==> config.mk <==
export PLATFORM = sky130hd
export DESIGN_NAME = rv_core_top
export DESIGN_NICKNAME = d
export VERILOG_FILES = /design/src/rv_pkg.sv /design/src/rv_core_top.sv /design/src/rv_decode.sv /design/src/rv_execute.sv /design/src/rv_regfile.sv /design/src/rv_result.sv
export VERILOG_INCLUDE_DIRS = /design/src /design/src/src
export SDC_FILE = /design/constraint.sdc
export NUM_CORES = 2
export LEC_CHECK = 0
export BUFFER_PORTS_ARGS = -buffer_cell sky130_fd_sc_hd__buf_4
export CAP_MARGIN = 5
export CORE_ASPECT_RATIO = 0.6
export CORE_UTILIZATION = 30
export DETAILED_ROUTE_END_ITERATION = 8
export PLACE_DENSITY = 0.51
export RECOVER_POWER = 100
export SLEW_MARGIN = 40
export SYNTH_ARGS = -nofsm -noshare
export SYNTH_HDL_FRONTEND = slang
export SYNTH_SLANG_ARGS = --single-unit
export TNS_END_PERCENT = 30
==> constraint.sdc <==
create_clock -name clk -period 22.5 [get_ports clk]
set_input_delay 3.375 -clock clk [delete_from_list [all_inputs] [get_ports clk]]
set_output_delay 3.375 -clock clk [all_outputs]
set_load 0.02 [all_outputs]
==> src/rv_defines.svh <==
`ifndef RV_DEFINES_SVH
`define RV_DEFINES_SVH

// datapath widths
`define RV_XLEN       32
`define RV_REG_AW     5

// major opcodes, inst[6:0]
`define RV_OPC_IMM    7'b0010011
`define RV_OPC_OP     7'b0110011
`define RV_OPC_LUI    7'b0110111
`define RV_OPC_AUIPC  7'b0010111
`define RV_OPC_JAL    7'b1101111
`define RV_OPC_JALR   7'b1100111
`define RV_OPC_BRANCH 7'b1100011
`define RV_OPC_SYSTEM 7'b1110011

`endif

==> src/rv_pkg.sv <==
`include "rv_defines.svh"

package rv_pkg;

    typedef logic [`RV_XLEN-1:0]   word_t;
    typedef logic [`RV_REG_AW-1:0] reg_addr_t;
    typedef logic [31:0]           inst_t;

    typedef enum logic [3:0] {
        alu_add, alu_sub, alu_slt, alu_sltu, alu_and, alu_or,
        alu_xor, alu_sll, alu_srl, alu_sra, alu_pass_b
    } alu_op_e;

    typedef enum logic [3:0] {
        br_none, br_jal, br_jalr, br_beq, br_bne,
        br_blt, br_bge, br_bltu, br_bgeu
    } branch_op_e;

    typedef enum logic [1:0] {dec_idle, dec_hold, dec_wait_done} dec_state_e;
    typedef enum logic [1:0] {res_idle, res_req, res_wait_low} res_state_e;

    typedef struct packed {
        word_t      pc;
        alu_op_e    alu_op;
        word_t      alu_a;
        word_t      alu_b;
        branch_op_e branch_op;
        word_t      br_rs1;    // jalr base
        word_t      br_a;
        word_t      br_b;
        word_t      imm;
        reg_addr_t  rd;        // 0 when nothing is written
        logic       halt;
        logic       illegal;
    } decoded_t;

    typedef struct packed {
        word_t     pc;
        reg_addr_t rd;
        word_t     wdata;
        word_t     next_pc;
        logic      halt;
        logic      illegal;
    } exec_t;

    typedef exec_t retire_t;   // same record, seen at the retire port

endpackage

==> src/rv_core_top.sv <==
`timescale 1ns/1ps

module rv_core_top (
    input  logic            clk,
    input  logic            rst,
    input  logic            inst_req,
    input  rv_pkg::inst_t   inst,
    input  rv_pkg::word_t   inst_pc,
    output logic            inst_ack,
    output rv_pkg::retire_t retire,
    output logic            retire_req,
    input  logic            retire_ack,
    output logic            halted
);

    rv_pkg::reg_addr_t rs1_addr;
    rv_pkg::reg_addr_t rs2_addr;
    rv_pkg::word_t     rs1_data;
    rv_pkg::word_t     rs2_data;
    rv_pkg::decoded_t  dec;
    logic              dec_valid;
    rv_pkg::exec_t     ex;
    logic              exec_valid;
    logic              wr_en;
    rv_pkg::reg_addr_t wr_addr;
    rv_pkg::word_t     wr_data;
    logic              done;

    rv_decode u_decode (
        .clk       (clk),
        .rst       (rst),
        .inst_req  (inst_req),
        .inst      (inst),
        .inst_pc   (inst_pc),
        .inst_ack  (inst_ack),
        .done      (done),
        .halted    (halted),
        .rs1_addr  (rs1_addr),
        .rs2_addr  (rs2_addr),
        .rs1_data  (rs1_data),
        .rs2_data  (rs2_data),
        .dec       (dec),
        .dec_valid (dec_valid)
    );

    rv_regfile u_regfile (
        .clk      (clk),
        .rst      (rst),
        .rs1_addr (rs1_addr),
        .rs2_addr (rs2_addr),
        .rs1_data (rs1_data),
        .rs2_data (rs2_data),
        .wr_en    (wr_en),
        .wr_addr  (wr_addr),
        .wr_data  (wr_data)
    );

    rv_execute u_execute (
        .clk        (clk),
        .rst        (rst),
        .dec        (dec),
        .dec_valid  (dec_valid),
        .ex         (ex),
        .exec_valid (exec_valid)
    );

    rv_result u_result (
        .clk        (clk),
        .rst        (rst),
        .ex         (ex),
        .exec_valid (exec_valid),
        .retire     (retire),
        .retire_req (retire_req),
        .retire_ack (retire_ack),
        .wr_en      (wr_en),
        .wr_addr    (wr_addr),
        .wr_data    (wr_data),
        .halted     (halted),
        .done       (done)
    );

endmodule

==> src/rv_decode.sv <==
`timescale 1ns/1ps
`include "rv_defines.svh"

module rv_decode (
    input  logic              clk,
    input  logic              rst,
    input  logic              inst_req,
    input  rv_pkg::inst_t     inst,
    input  rv_pkg::word_t     inst_pc,
    output logic              inst_ack,
    input  logic              done,
    input  logic              halted,
    output rv_pkg::reg_addr_t rs1_addr,
    output rv_pkg::reg_addr_t rs2_addr,
    input  rv_pkg::word_t     rs1_data,
    input  rv_pkg::word_t     rs2_data,
    output rv_pkg::decoded_t  dec,
    output logic              dec_valid
);

    rv_pkg::dec_state_e state;
    rv_pkg::inst_t      inst_q;
    rv_pkg::word_t      pc_q;
    logic               accept;

    assign accept = (state == rv_pkg::dec_idle) && inst_req && !inst_ack && !halted;

    always_ff @(posedge clk) begin
        if (rst) begin
            state    <= rv_pkg::dec_idle;
            inst_ack <= 1'b0;
        end else begin
            case (state)
                rv_pkg::dec_idle:      if (accept) state <= rv_pkg::dec_hold;
                rv_pkg::dec_hold:      state <= rv_pkg::dec_wait_done;
                rv_pkg::dec_wait_done: if (done) state <= rv_pkg::dec_idle;
                default:               state <= rv_pkg::dec_idle;
            endcase
            if (accept)
                inst_ack <= 1'b1;
            else if (!inst_req)
                inst_ack <= 1'b0;  // four-phase release
        end
    end

    always_ff @(posedge clk) begin
        if (accept) begin
            inst_q <= inst;
            pc_q   <= inst_pc;
        end
    end

    assign dec_valid = (state == rv_pkg::dec_hold);

    wire [6:0] opcode = inst_q[6:0];
    wire [4:0] rd     = inst_q[11:7];
    wire [2:0] funct3 = inst_q[14:12];
    wire [4:0] rs1    = inst_q[19:15];
    wire [4:0] rs2    = inst_q[24:20];
    wire [6:0] funct7 = inst_q[31:25];
    wire [7:0] f3     = 8'b1 << funct3;

    wire opc_imm    = (opcode == `RV_OPC_IMM);
    wire opc_op     = (opcode == `RV_OPC_OP);
    wire opc_lui    = (opcode == `RV_OPC_LUI);
    wire opc_auipc  = (opcode == `RV_OPC_AUIPC);
    wire opc_jal    = (opcode == `RV_OPC_JAL);
    wire opc_jalr   = (opcode == `RV_OPC_JALR);
    wire opc_branch = (opcode == `RV_OPC_BRANCH);
    wire opc_system = (opcode == `RV_OPC_SYSTEM);

    wire f7_zero  = (funct7 == 7'b0000000);
    wire f7_alt   = (funct7 == 7'b0100000);  // sub and sra forms

    wire is_addi  = opc_imm & f3[0];
    wire is_slti  = opc_imm & f3[2];
    wire is_sltiu = opc_imm & f3[3];
    wire is_xori  = opc_imm & f3[4];
    wire is_ori   = opc_imm & f3[6];
    wire is_andi  = opc_imm & f3[7];
    wire is_slli  = opc_imm & f3[1] & f7_zero;
    wire is_srli  = opc_imm & f3[5] & f7_zero;
    wire is_srai  = opc_imm & f3[5] & f7_alt;
    wire is_add   = opc_op  & f3[0] & f7_zero;
    wire is_sub   = opc_op  & f3[0] & f7_alt;
    wire is_sll   = opc_op  & f3[1] & f7_zero;
    wire is_slt   = opc_op  & f3[2] & f7_zero;
    wire is_sltu  = opc_op  & f3[3] & f7_zero;
    wire is_xor   = opc_op  & f3[4] & f7_zero;
    wire is_srl   = opc_op  & f3[5] & f7_zero;
    wire is_sra   = opc_op  & f3[5] & f7_alt;
    wire is_or    = opc_op  & f3[6] & f7_zero;
    wire is_and   = opc_op  & f3[7] & f7_zero;
    wire is_jalr  = opc_jalr & f3[0];
    wire is_beq   = opc_branch & f3[0];
    wire is_bne   = opc_branch & f3[1];
    wire is_blt   = opc_branch & f3[4];
    wire is_bge   = opc_branch & f3[5];
    wire is_bltu  = opc_branch & f3[6];
    wire is_bgeu  = opc_branch & f3[7];
    wire is_ebreak = opc_system && (rd == 5'd0) && (funct3 == 3'd0) && (rs1 == 5'd0)
                     && (inst_q[31:20] == 12'd1);

    wire alu_legal = is_addi | is_slti | is_sltiu | is_xori | is_ori | is_andi
                     | is_slli | is_srli | is_srai | is_add | is_sub | is_sll | is_slt
                     | is_sltu | is_xor | is_srl | is_sra | is_or | is_and;
    wire br_legal  = is_beq | is_bne | is_blt | is_bge | is_bltu | is_bgeu;
    wire is_legal  = alu_legal | opc_lui | opc_auipc | opc_jal | is_jalr | br_legal
                     | is_ebreak;

    wire rv_pkg::word_t imm_i = {{20{inst_q[31]}}, inst_q[31:20]};
    wire rv_pkg::word_t imm_b = {{20{inst_q[31]}}, inst_q[7], inst_q[30:25], inst_q[11:8], 1'b0};
    wire rv_pkg::word_t imm_u = {inst_q[31:12], 12'b0};
    wire rv_pkg::word_t imm_j = {{12{inst_q[31]}}, inst_q[19:12], inst_q[20], inst_q[30:21], 1'b0};
    wire rv_pkg::word_t imm   = ({`RV_XLEN{opc_imm | opc_jalr}}  & imm_i) |
                                ({`RV_XLEN{opc_branch}}          & imm_b) |
                                ({`RV_XLEN{opc_lui | opc_auipc}} & imm_u) |
                                ({`RV_XLEN{opc_jal}}             & imm_j);

    wire src1_pc    = opc_auipc | opc_jal | opc_jalr;
    wire src2_imm   = opc_imm | opc_lui | opc_auipc;
    wire src2_plus4 = opc_jal | opc_jalr;
    wire no_wr      = opc_branch | is_ebreak | ~is_legal;

    assign rs1_addr = (opc_imm | opc_op | opc_branch | opc_jalr) ? rs1 : '0;
    assign rs2_addr = (opc_op | opc_branch) ? rs2 : '0;  // unused ports read x0

    always_comb begin
        dec.pc     = pc_q;
        dec.alu_a  = src1_pc ? pc_q : rs1_data;
        dec.alu_b  = src2_imm ? imm : (src2_plus4 ? rv_pkg::word_t'(4) : rs2_data);
        dec.br_rs1 = is_jalr ? rs1_data : '0;
        dec.br_a   = opc_branch ? rs1_data : '0;
        dec.br_b   = opc_branch ? rs2_data : '0;
        dec.imm    = imm;
        dec.rd     = no_wr ? '0 : rd;
        dec.halt   = is_ebreak;
        dec.illegal = ~is_legal;

        if (is_sub)                 dec.alu_op = rv_pkg::alu_sub;
        else if (is_slti | is_slt)  dec.alu_op = rv_pkg::alu_slt;
        else if (is_sltiu | is_sltu) dec.alu_op = rv_pkg::alu_sltu;
        else if (is_andi | is_and)  dec.alu_op = rv_pkg::alu_and;
        else if (is_ori | is_or)    dec.alu_op = rv_pkg::alu_or;
        else if (is_xori | is_xor)  dec.alu_op = rv_pkg::alu_xor;
        else if (is_slli | is_sll)  dec.alu_op = rv_pkg::alu_sll;
        else if (is_srli | is_srl)  dec.alu_op = rv_pkg::alu_srl;
        else if (is_srai | is_sra)  dec.alu_op = rv_pkg::alu_sra;
        else if (opc_lui)           dec.alu_op = rv_pkg::alu_pass_b;
        else                        dec.alu_op = rv_pkg::alu_add;  // addi, add, auipc, links

        if (opc_jal)      dec.branch_op = rv_pkg::br_jal;
        else if (is_jalr) dec.branch_op = rv_pkg::br_jalr;
        else if (is_beq)  dec.branch_op = rv_pkg::br_beq;
        else if (is_bne)  dec.branch_op = rv_pkg::br_bne;
        else if (is_blt)  dec.branch_op = rv_pkg::br_blt;
        else if (is_bge)  dec.branch_op = rv_pkg::br_bge;
        else if (is_bltu) dec.branch_op = rv_pkg::br_bltu;
        else if (is_bgeu) dec.branch_op = rv_pkg::br_bgeu;
        else              dec.branch_op = rv_pkg::br_none;
    end

endmodule

==> src/rv_execute.sv <==
`timescale 1ns/1ps

module rv_execute (
    input  logic             clk,
    input  logic             rst,
    input  rv_pkg::decoded_t dec,
    input  logic             dec_valid,
    output rv_pkg::exec_t    ex,
    output logic             exec_valid
);

    rv_pkg::word_t alu_res;
    rv_pkg::word_t jalr_sum;
    rv_pkg::word_t next_pc;
    logic [4:0]    shamt;
    logic          lt_s;
    logic          lt_u;
    logic          br_eq;
    logic          br_lt;
    logic          br_ltu;
    logic          taken;

    assign shamt  = dec.alu_b[4:0];
    assign lt_s   = $signed(dec.alu_a) < $signed(dec.alu_b);
    assign lt_u   = dec.alu_a < dec.alu_b;
    assign br_eq  = (dec.br_a == dec.br_b);
    assign br_lt  = $signed(dec.br_a) < $signed(dec.br_b);
    assign br_ltu = dec.br_a < dec.br_b;

    always_comb begin
        case (dec.alu_op)
            rv_pkg::alu_add:  alu_res = dec.alu_a + dec.alu_b;
            rv_pkg::alu_sub:  alu_res = dec.alu_a - dec.alu_b;
            rv_pkg::alu_slt:  alu_res = rv_pkg::word_t'(lt_s);
            rv_pkg::alu_sltu: alu_res = rv_pkg::word_t'(lt_u);
            rv_pkg::alu_and:  alu_res = dec.alu_a & dec.alu_b;
            rv_pkg::alu_or:   alu_res = dec.alu_a | dec.alu_b;
            rv_pkg::alu_xor:  alu_res = dec.alu_a ^ dec.alu_b;
            rv_pkg::alu_sll:  alu_res = dec.alu_a << shamt;
            rv_pkg::alu_srl:  alu_res = dec.alu_a >> shamt;
            rv_pkg::alu_sra:  alu_res = $signed(dec.alu_a) >>> shamt;
            default:          alu_res = dec.alu_b;  // pass_b for lui
        endcase
    end

    always_comb begin
        case (dec.branch_op)
            rv_pkg::br_jal:  taken = 1'b1;
            rv_pkg::br_beq:  taken = br_eq;
            rv_pkg::br_bne:  taken = !br_eq;
            rv_pkg::br_blt:  taken = br_lt;
            rv_pkg::br_bge:  taken = !br_lt;
            rv_pkg::br_bltu: taken = br_ltu;
            rv_pkg::br_bgeu: taken = !br_ltu;
            default:         taken = 1'b0;
        endcase
    end

    assign jalr_sum = dec.br_rs1 + dec.imm;

    always_comb begin
        if (dec.branch_op == rv_pkg::br_jalr)
            next_pc = jalr_sum & ~rv_pkg::word_t'(1);  // target bit 0 dropped
        else if (taken)
            next_pc = dec.pc + dec.imm;
        else
            next_pc = dec.pc + rv_pkg::word_t'(4);
    end

    always_ff @(posedge clk) begin
        if (rst)
            exec_valid <= 1'b0;
        else
            exec_valid <= dec_valid;
    end

    always_ff @(posedge clk) begin
        if (dec_valid) begin
            ex.pc      <= dec.pc;
            ex.rd      <= dec.rd;
            ex.wdata   <= alu_res;
            ex.next_pc <= next_pc;
            ex.halt    <= dec.halt;
            ex.illegal <= dec.illegal;
        end
    end

endmodule

==> src/rv_regfile.sv <==
`timescale 1ns/1ps
`include "rv_defines.svh"

module rv_regfile (
    input  logic              clk,
    input  logic              rst,
    input  rv_pkg::reg_addr_t rs1_addr,
    input  rv_pkg::reg_addr_t rs2_addr,
    output rv_pkg::word_t     rs1_data,
    output rv_pkg::word_t     rs2_data,
    input  logic              wr_en,
    input  rv_pkg::reg_addr_t wr_addr,
    input  rv_pkg::word_t     wr_data
);

    localparam int NUM_REGS = 1 << `RV_REG_AW;

    rv_pkg::word_t regs [NUM_REGS];

    always_ff @(posedge clk) begin
        if (rst) begin
            for (int i = 0; i < NUM_REGS; i++) begin
                regs[i] <= '0;
            end
        end else if (wr_en && (wr_addr != '0)) begin
            regs[wr_addr] <= wr_data;  // x0 never written
        end
    end

    assign rs1_data = regs[rs1_addr];
    assign rs2_data = regs[rs2_addr];

endmodule

==> src/rv_result.sv <==
`timescale 1ns/1ps

module rv_result (
    input  logic              clk,
    input  logic              rst,
    input  rv_pkg::exec_t     ex,
    input  logic              exec_valid,
    output rv_pkg::retire_t   retire,
    output logic              retire_req,
    input  logic              retire_ack,
    output logic              wr_en,
    output rv_pkg::reg_addr_t wr_addr,
    output rv_pkg::word_t     wr_data,
    output logic              halted,
    output logic              done
);

    rv_pkg::res_state_e state;
    rv_pkg::retire_t    rec;

    always_ff @(posedge clk) begin
        if (rst) begin
            state  <= rv_pkg::res_idle;
            halted <= 1'b0;
        end else begin
            case (state)
                rv_pkg::res_idle: begin
                    if (exec_valid)
                        state <= rv_pkg::res_req;
                end
                rv_pkg::res_req: begin
                    if (retire_ack) begin
                        state <= rv_pkg::res_wait_low;
                        if (rec.halt)
                            halted <= 1'b1;  // sticky until reset
                    end
                end
                rv_pkg::res_wait_low: begin
                    if (!retire_ack)
                        state <= rv_pkg::res_idle;
                end
                default: state <= rv_pkg::res_idle;
            endcase
        end
    end

    always_ff @(posedge clk) begin
        if ((state == rv_pkg::res_idle) && exec_valid)
            rec <= rv_pkg::retire_t'(ex);
    end

    assign retire     = rec;
    assign retire_req = (state == rv_pkg::res_req);

    // write lands on the edge where ack is first seen
    assign wr_en   = retire_req && retire_ack && (rec.rd != '0);
    assign wr_addr = rec.rd;
    assign wr_data = rec.wdata;

    assign done = (state == rv_pkg::res_wait_low) && !retire_ack;  // one cycle

endmodule
Word-level counts from Yosys, hierarchy flattened:

Memories as Yosys holds them, arrays and structs flattened.
Cells that the tools add are included.

* register bits after elaboration: 277
* memory bits (writable): 1024
* bits of input ports: 68
* output and inout bits: 106
* logic and storage cells: 246
* memories kept: 1

Memories
* u_regfile.regs: depth 32, bits a word 32, read ports 2, clocked after Yosys merged registers in 0, write ports 32, line rv_regfile.sv:18 `rv_pkg::word_t regs [NUM_REGS];`

* $add $sub $neg: 5
* magnitude comparators: 4
* eq/ne operators: 38
* shift-type cells: 4
* muxes and demuxes: 47
* bitwise operators: 97
* reduce and logical (&&, ||, !) cells: 30

Operators by type and width (number)
* case mux 32 bit (10 select lines): 1
* two-way mux 32 bit: 9
* bitwise AND 32 bit: 5
* less-than comparator 32 bit: 4
* bitwise OR 32 bit: 4
* adder 32 bit: 3
* two-way mux 4 bit: 18
* bitwise OR 1 bit: 50
* bitwise AND 1 bit: 36
* adder 32 x 3 -> 32 bit (second input constant): 1
* == test 32 bit: 1
* == test 4 x 3 -> 1 bit (second input constant): 8
* OR reduction 32 bit: 1
* left shift 32 x 5 -> 32 bit: 1
* >> shifter 32 x 5 -> 32 bit: 1
* >>> shifter 32 x 5 -> 32 bit: 1
* subtractor 32 bit: 1
* XOR 32 bit: 1
* == test 7 bit (second input constant): 4
* == test 7 x 6 -> 1 bit (second input constant): 3
* == test 4 x 2 -> 1 bit (second input constant): 4
* two-way mux 5 bit: 3
* == test 7 x 5 -> 1 bit (second input constant): 2
* == test 12 x 1 -> 1 bit (second input constant): 1
* other kinds (22): 62

Logic depth before layout (Yosys ltp):

* depth after elaboration: 28
* gate-level depth with buffers: 31
* gate-level depth less buffers: 25

Modules after synthesis:

From an unflattened synthesis, not the netlist that was laid out.

* cell total of the unflattened synthesis: 7235
* area, all modules: 80280.7 µm²

Modules (own cells, without submodules)
* rv_regfile: instances 1, cells an instance 4605, area an instance 55909.9 µm², seq. area each 30749.5 µm²
* rv_execute: instances 1, cells an instance 2048, area an instance 16488.3 µm², seq. area each 3113.0 µm²
* rv_decode: instances 1, cells an instance 427, area an instance 4362.9 µm², seq. area each 1981.9 µm²
* rv_result: instances 1, cells an instance 155, area an instance 3519.6 µm², seq. area each 3153.0 µm²

Least setup slack after synthesis:

OpenSTA, ideal clock, no wires.

* path kind: flip-flop to flip-flop
* start: register u_result.state[1]
* end: register u_result.rec (netlist bit u_result.retire[0]) (enable)
* setup time: 714 ps
* data arrival time: 7818 ps
* data required time: 21786 ps
* setup slack: 13967 ps
* cell stages (with the launch flop): 2
* path buffers: 0
* period minus slack after synthesis: 8533 ps
* path through: dfxtp_1 -> nor3b_1

* word-level cells in the longest chain between the ends: 2

Ends and longest elaborated chain
* from (decl): line rv_result.sv:18 `rv_pkg::res_state_e state;`
* from (signal assigned): line rv_result.sv:23 `state <= rv_pkg::res_idle;`
* from (signal assigned): line rv_result.sv:29 `state <= rv_pkg::res_req;`
* from (signal assigned): line rv_result.sv:33 `state <= rv_pkg::res_wait_low;`
* zero test 2 bit: line rv_result.sv:48 `if ((state == rv_pkg::res_idle) && exec_valid)`
* logical AND 1 bit: line rv_result.sv:48
* to (signal assigned): line rv_result.sv:49 `rec <= rv_pkg::retire_t'(ex);`
* to (decl): line rv_result.sv:19 `rv_pkg::retire_t rec;`

Every way passes these cells.
A chain may end at the register's enable or synchronous reset.

Worst setup path in the final report:

* start: register u_decode.inst_q[15]
* end: register u_execute.ex[61] (netlist name)

* word-level cells in the longest chain between the ends: 6
* elaborated cells between the ends (all ways): 17
* those cells by class: 2 x add/sub; 3 x shift; 4 x mux; 7 x bitwise; 1 x memory

Ends and longest elaborated chain
* from (decl): line rv_decode.sv:22 `rv_pkg::inst_t inst_q;`
* from (signal assigned): line rv_decode.sv:48 `inst_q <= inst;`
* parallel branches: the longest is 5 deep, another holds memory read (32 x 32 bit)
* case mux 32 bit (10 select lines) (*): line rv_execute.sv:31 `case (dec.alu_op)`
* via u_execute.alu_res[27]: line rv_execute.sv:12 `rv_pkg::word_t alu_res;`

Mark *: on every way through the listed nets, which the timed path passes.

==> summary.md <==
| Metric | Value |
|---|---|
| Status | `finished, violations left` |
| Failing checks | `max-capacitance violations, max-slew violations` |
| First-pass GRT wire length | `between 500,000 and 600,000 um` |
| Final wirelength | `429,000 um` |
| DR iter-0 viols | `between 10k and 15k` |
| Lkg Pwr | `~32 nW` |
| Tcrit/Tclk final | `between 60% and 70%` |
| Setup TNS | `0 ns` |
| Starting Density | `30.4%` |
| Post-CTS setup buffers | `0` |
| Crit path cell chain | `clkbuf_1, clkbuf_1, buf_12, nor2b_1, a221oi_1, o22ai_1, o31ai_1, o32ai_2, clkbuf_1, mux2_1, ha_1, a211oi_1, nor4_1, o31ai_1, a21oi_1, a21oi_1, a31oi_1, a21oi_1, a21boi_0, xnor2_1, o21ai_0, a211oi_1, a22oi_1` |
| PortBufs | `173` |
| Setup WS post-layout | `7.01 ns` |
| CP Class | `reg -> reg` |
| Max Transition Viols Final | `2,798` |
| Number of buffer and inverter stages on the critical path | `4` |
| Max Fclk | `0.0646 GHz` |
| Area leader, netlist | `edfxtp_1` |
| Inst Count DP | `11.1k` |
| Crit path max fanout | `83` |
| Worst-skew pair later-pin latency | `0.86 ns` |
| Grt total ovfl | `0` |
| Overall Power | `about 6.6 mW` |
| Area grow syn2layout | `12.7%` |
| Largest net degree at the start of global routing | `123` |
| Initial antenna violation count | `53` |
| Final Hold Viols | `0` |
| Die width | `671 um` |
| Mean area per synthesized cell | `10.4 um^2` |
| Comb pwr share | `20.6%` |
| Crit. End Element | `register` |
| Arrival time worst endpoint | `16.04 ns` |
| Max VDD drop | `0.0000583 V` |
| Post-synth top flop | `edfxtp_1` |
| Fin area | `90,800 um^2` |
| Relative slew slack | `-316%` |
| Switching part of the total | `about 33%` |
| Post-route insts no fill | `11.4k` |
| Largest delay share family, worst path | `buffers and inverters` |
| Clock root cell | `clkbuf_16` |
| Int Power | `approximately 4.5 mW` |
| Synth cell types | `between 100 and 150` |
| Yosys warnings | `0` |
| Synth Register Bits | `1,301` |
| Vias in the first global route | `63.9k` |
| Synthesized instance count | `between 7k and 8k` |
| Post-synthesis cell area | `approximately 81,000 um^2` |
| # resized after CTS | `0` |
| Hold buffers post-CTS | `0` |
| Most frequent cells after synthesis | `edfxtp_1, and2_1, nand2_1` |
| Power density cells | `73.0 nW/um^2` |
| Post-route DRC | `0` |
| Vias | `70.9k` |
| Layout cells sized above 1 | `a little under an eighth` |
| Wirelength per Cell | `37.6 um` |
| I/O Pins | `174` |
| HP Class | `reg -> reg` |
| NetSw | `between 2 and 2.5 mW` |
| Skew final | `0.0731 ns` |
| Post-DRT Antenna Nets | `0` |
| H-tree level count | `4` |
| Cell with the most instances after synthesis | `edfxtp_1` |
| Area share of the largest cell type after synthesis | `slightly below 50%` |
| Clock buffer depth | `4` |
| GRT Overall Usage | `just over 30%` |
| CTS Buf Count | `144` |
| Area contributors post-synth | `edfxtp_1, and2_1, mux2i_1` |
| Row count | `about 150` |
| Die height | `around 400 um` |
| Number of synthesized flops with an enable pin | `1,294` |
| Placed wire-length estimate | `291,000 um` |
| Core Region | `265,000 um^2` |
| Flop pwr share | `43.1%` |
| Final nets | `7,996` |
| Critical-path top delay cell | `clkbuf_1` |
| Placement Setup Slack | `around 13 ns` |
| RSZ-0062 raised after global routing | `no` |
| Clock share of power | `36.3%` |
| Actual slew at the worst max-slew pin | `approximately 6.2 ns` |
| Minimum clock period | `around 15 ns` |
| DR vias/cell | `around 6.2` |
| Max Cap Viol | `roughly 100` |
| CTS Sinks | `1,301` |
| Register area share after synthesis | `48.4%` |
| # setup viols final | `0` |
| Crit path largest cell delay | `around 4.3 ns` |
| Die ar. | `271,000 um^2` |
| Post-Place Cell Area | `a little under 90,000 um^2` |
| Final RePlAce weighted congestion | `1.06` |
| Clock Pin Slew Worst Setup and Hold Paths | `0.07 ns` |
| FFs w/ async S/R, synth | `0%` |
| DR pass1 iterations | `9` |
| CTS tree | `built` |
| CP Data Required Time | `approximately 23 ns` |
| Startpoint Class | `register` |
[power groups by stage]
stage | sequential [mW] | clock, mW | combinational (mW)
5_1_grt | 2.87 | 2.50 | 1.39
6_report | 2.86 | 2.41 | 1.37
3_5_place_dp | 2.90 | 0 | 1.29
2_1_floorplan | 2.87 | 0 | 0.712
3_3_place_gp | 2.90 | 0 | 1.28
4_1_cts | 2.85 | 2.42 | 1.29
[stage by stage]
step	utilization, %	hold slack [ns]
global placement	32.6	0.402
global route	34.2	0.407
finish	34.2	0.410
CTS	34.5	0.407
detailed placement	32.8	0.405
floorplan	-	0.400
[placed cells by master (no fill, tap or decap), drive strengths merged, types with 267 or more instances in the layout]
cell type and count:
edfxtp 1294, nand2 713, o21ai 301, a21oi 359, buf 267, clkbuf 430
a221oi 315, mux2i 367, nor2 395, and2 1007
[registers in the layout, summed over array words and instances (netlist names)]
signal                cells
u_regfile.regs         1024
u_execute.ex            103
u_result.retire          66
u_decode.inst_q          32
u_decode.pc_q            32
u_result.wr_data         32
u_result.wr_addr          5
u_decode.state            2
u_result.state            2
u_decode.inst_ack         1
u_execute.exec_valid      1
u_result.halted           1
[logic make-up after synthesis]
kind of cell | synth area share [%]
flops | 48.4
compound gates | 15.8
fa+ha+maj | 3.11
mux | 8.64
simple gates | 18.4
other cells | 0.00465
buf+inv | 4.48
xor+xnor | 1.14
[routing by layer]
| metal | part of all wire [%] | vias to the layer above | GRT usage (%) |
|---|---|---|---|
| met1 | 45 | 35773 | 45.8 |
| met4 | 2.5 | 36 | 6.46 |
| li1 | - | 28827 | - |
| met2 | 34 | 5573 | 35.0 |
| met3 | 19 | 659 | 18.2 |
| met5 | 0.25 | - | 2.24 |
[cell type report]
cell class	count	area, um^2
fill	26607	175000
multi-input combinational	5574	38900
antenna	22	55.1
clock buffer	168	3740
timing repair buffer	529	3280
sequential	1301	39000
clock inverter	80	701
inverter	180	681
tap	3552	4440
[path summary, 6_finish.rpt]
| check | startpoint | cells past startpoint | end | slack [ns] |
|---|---|---|---|---|
| worst max-delay path | u_decode.inst_q[15]$_DFFE_PP_ | 23 | u_execute.ex[61]$_DFFE_PP_ | 7.01 |
| worst min-delay path | u_execute.ex[69]$_SDFFCE_PP0P_ | 0 | u_result.wr_addr[3]$_DFFE_PP_ | 0.41 |
| worst max register to register | u_decode.inst_q[15]$_DFFE_PP_ | 23 | u_execute.ex[61]$_DFFE_PP_ | 7.01 |
| worst min register to register | u_execute.ex[69]$_SDFFCE_PP0P_ | 0 | u_result.wr_addr[3]$_DFFE_PP_ | 0.41 |
(Power assumes the default switching activity.)
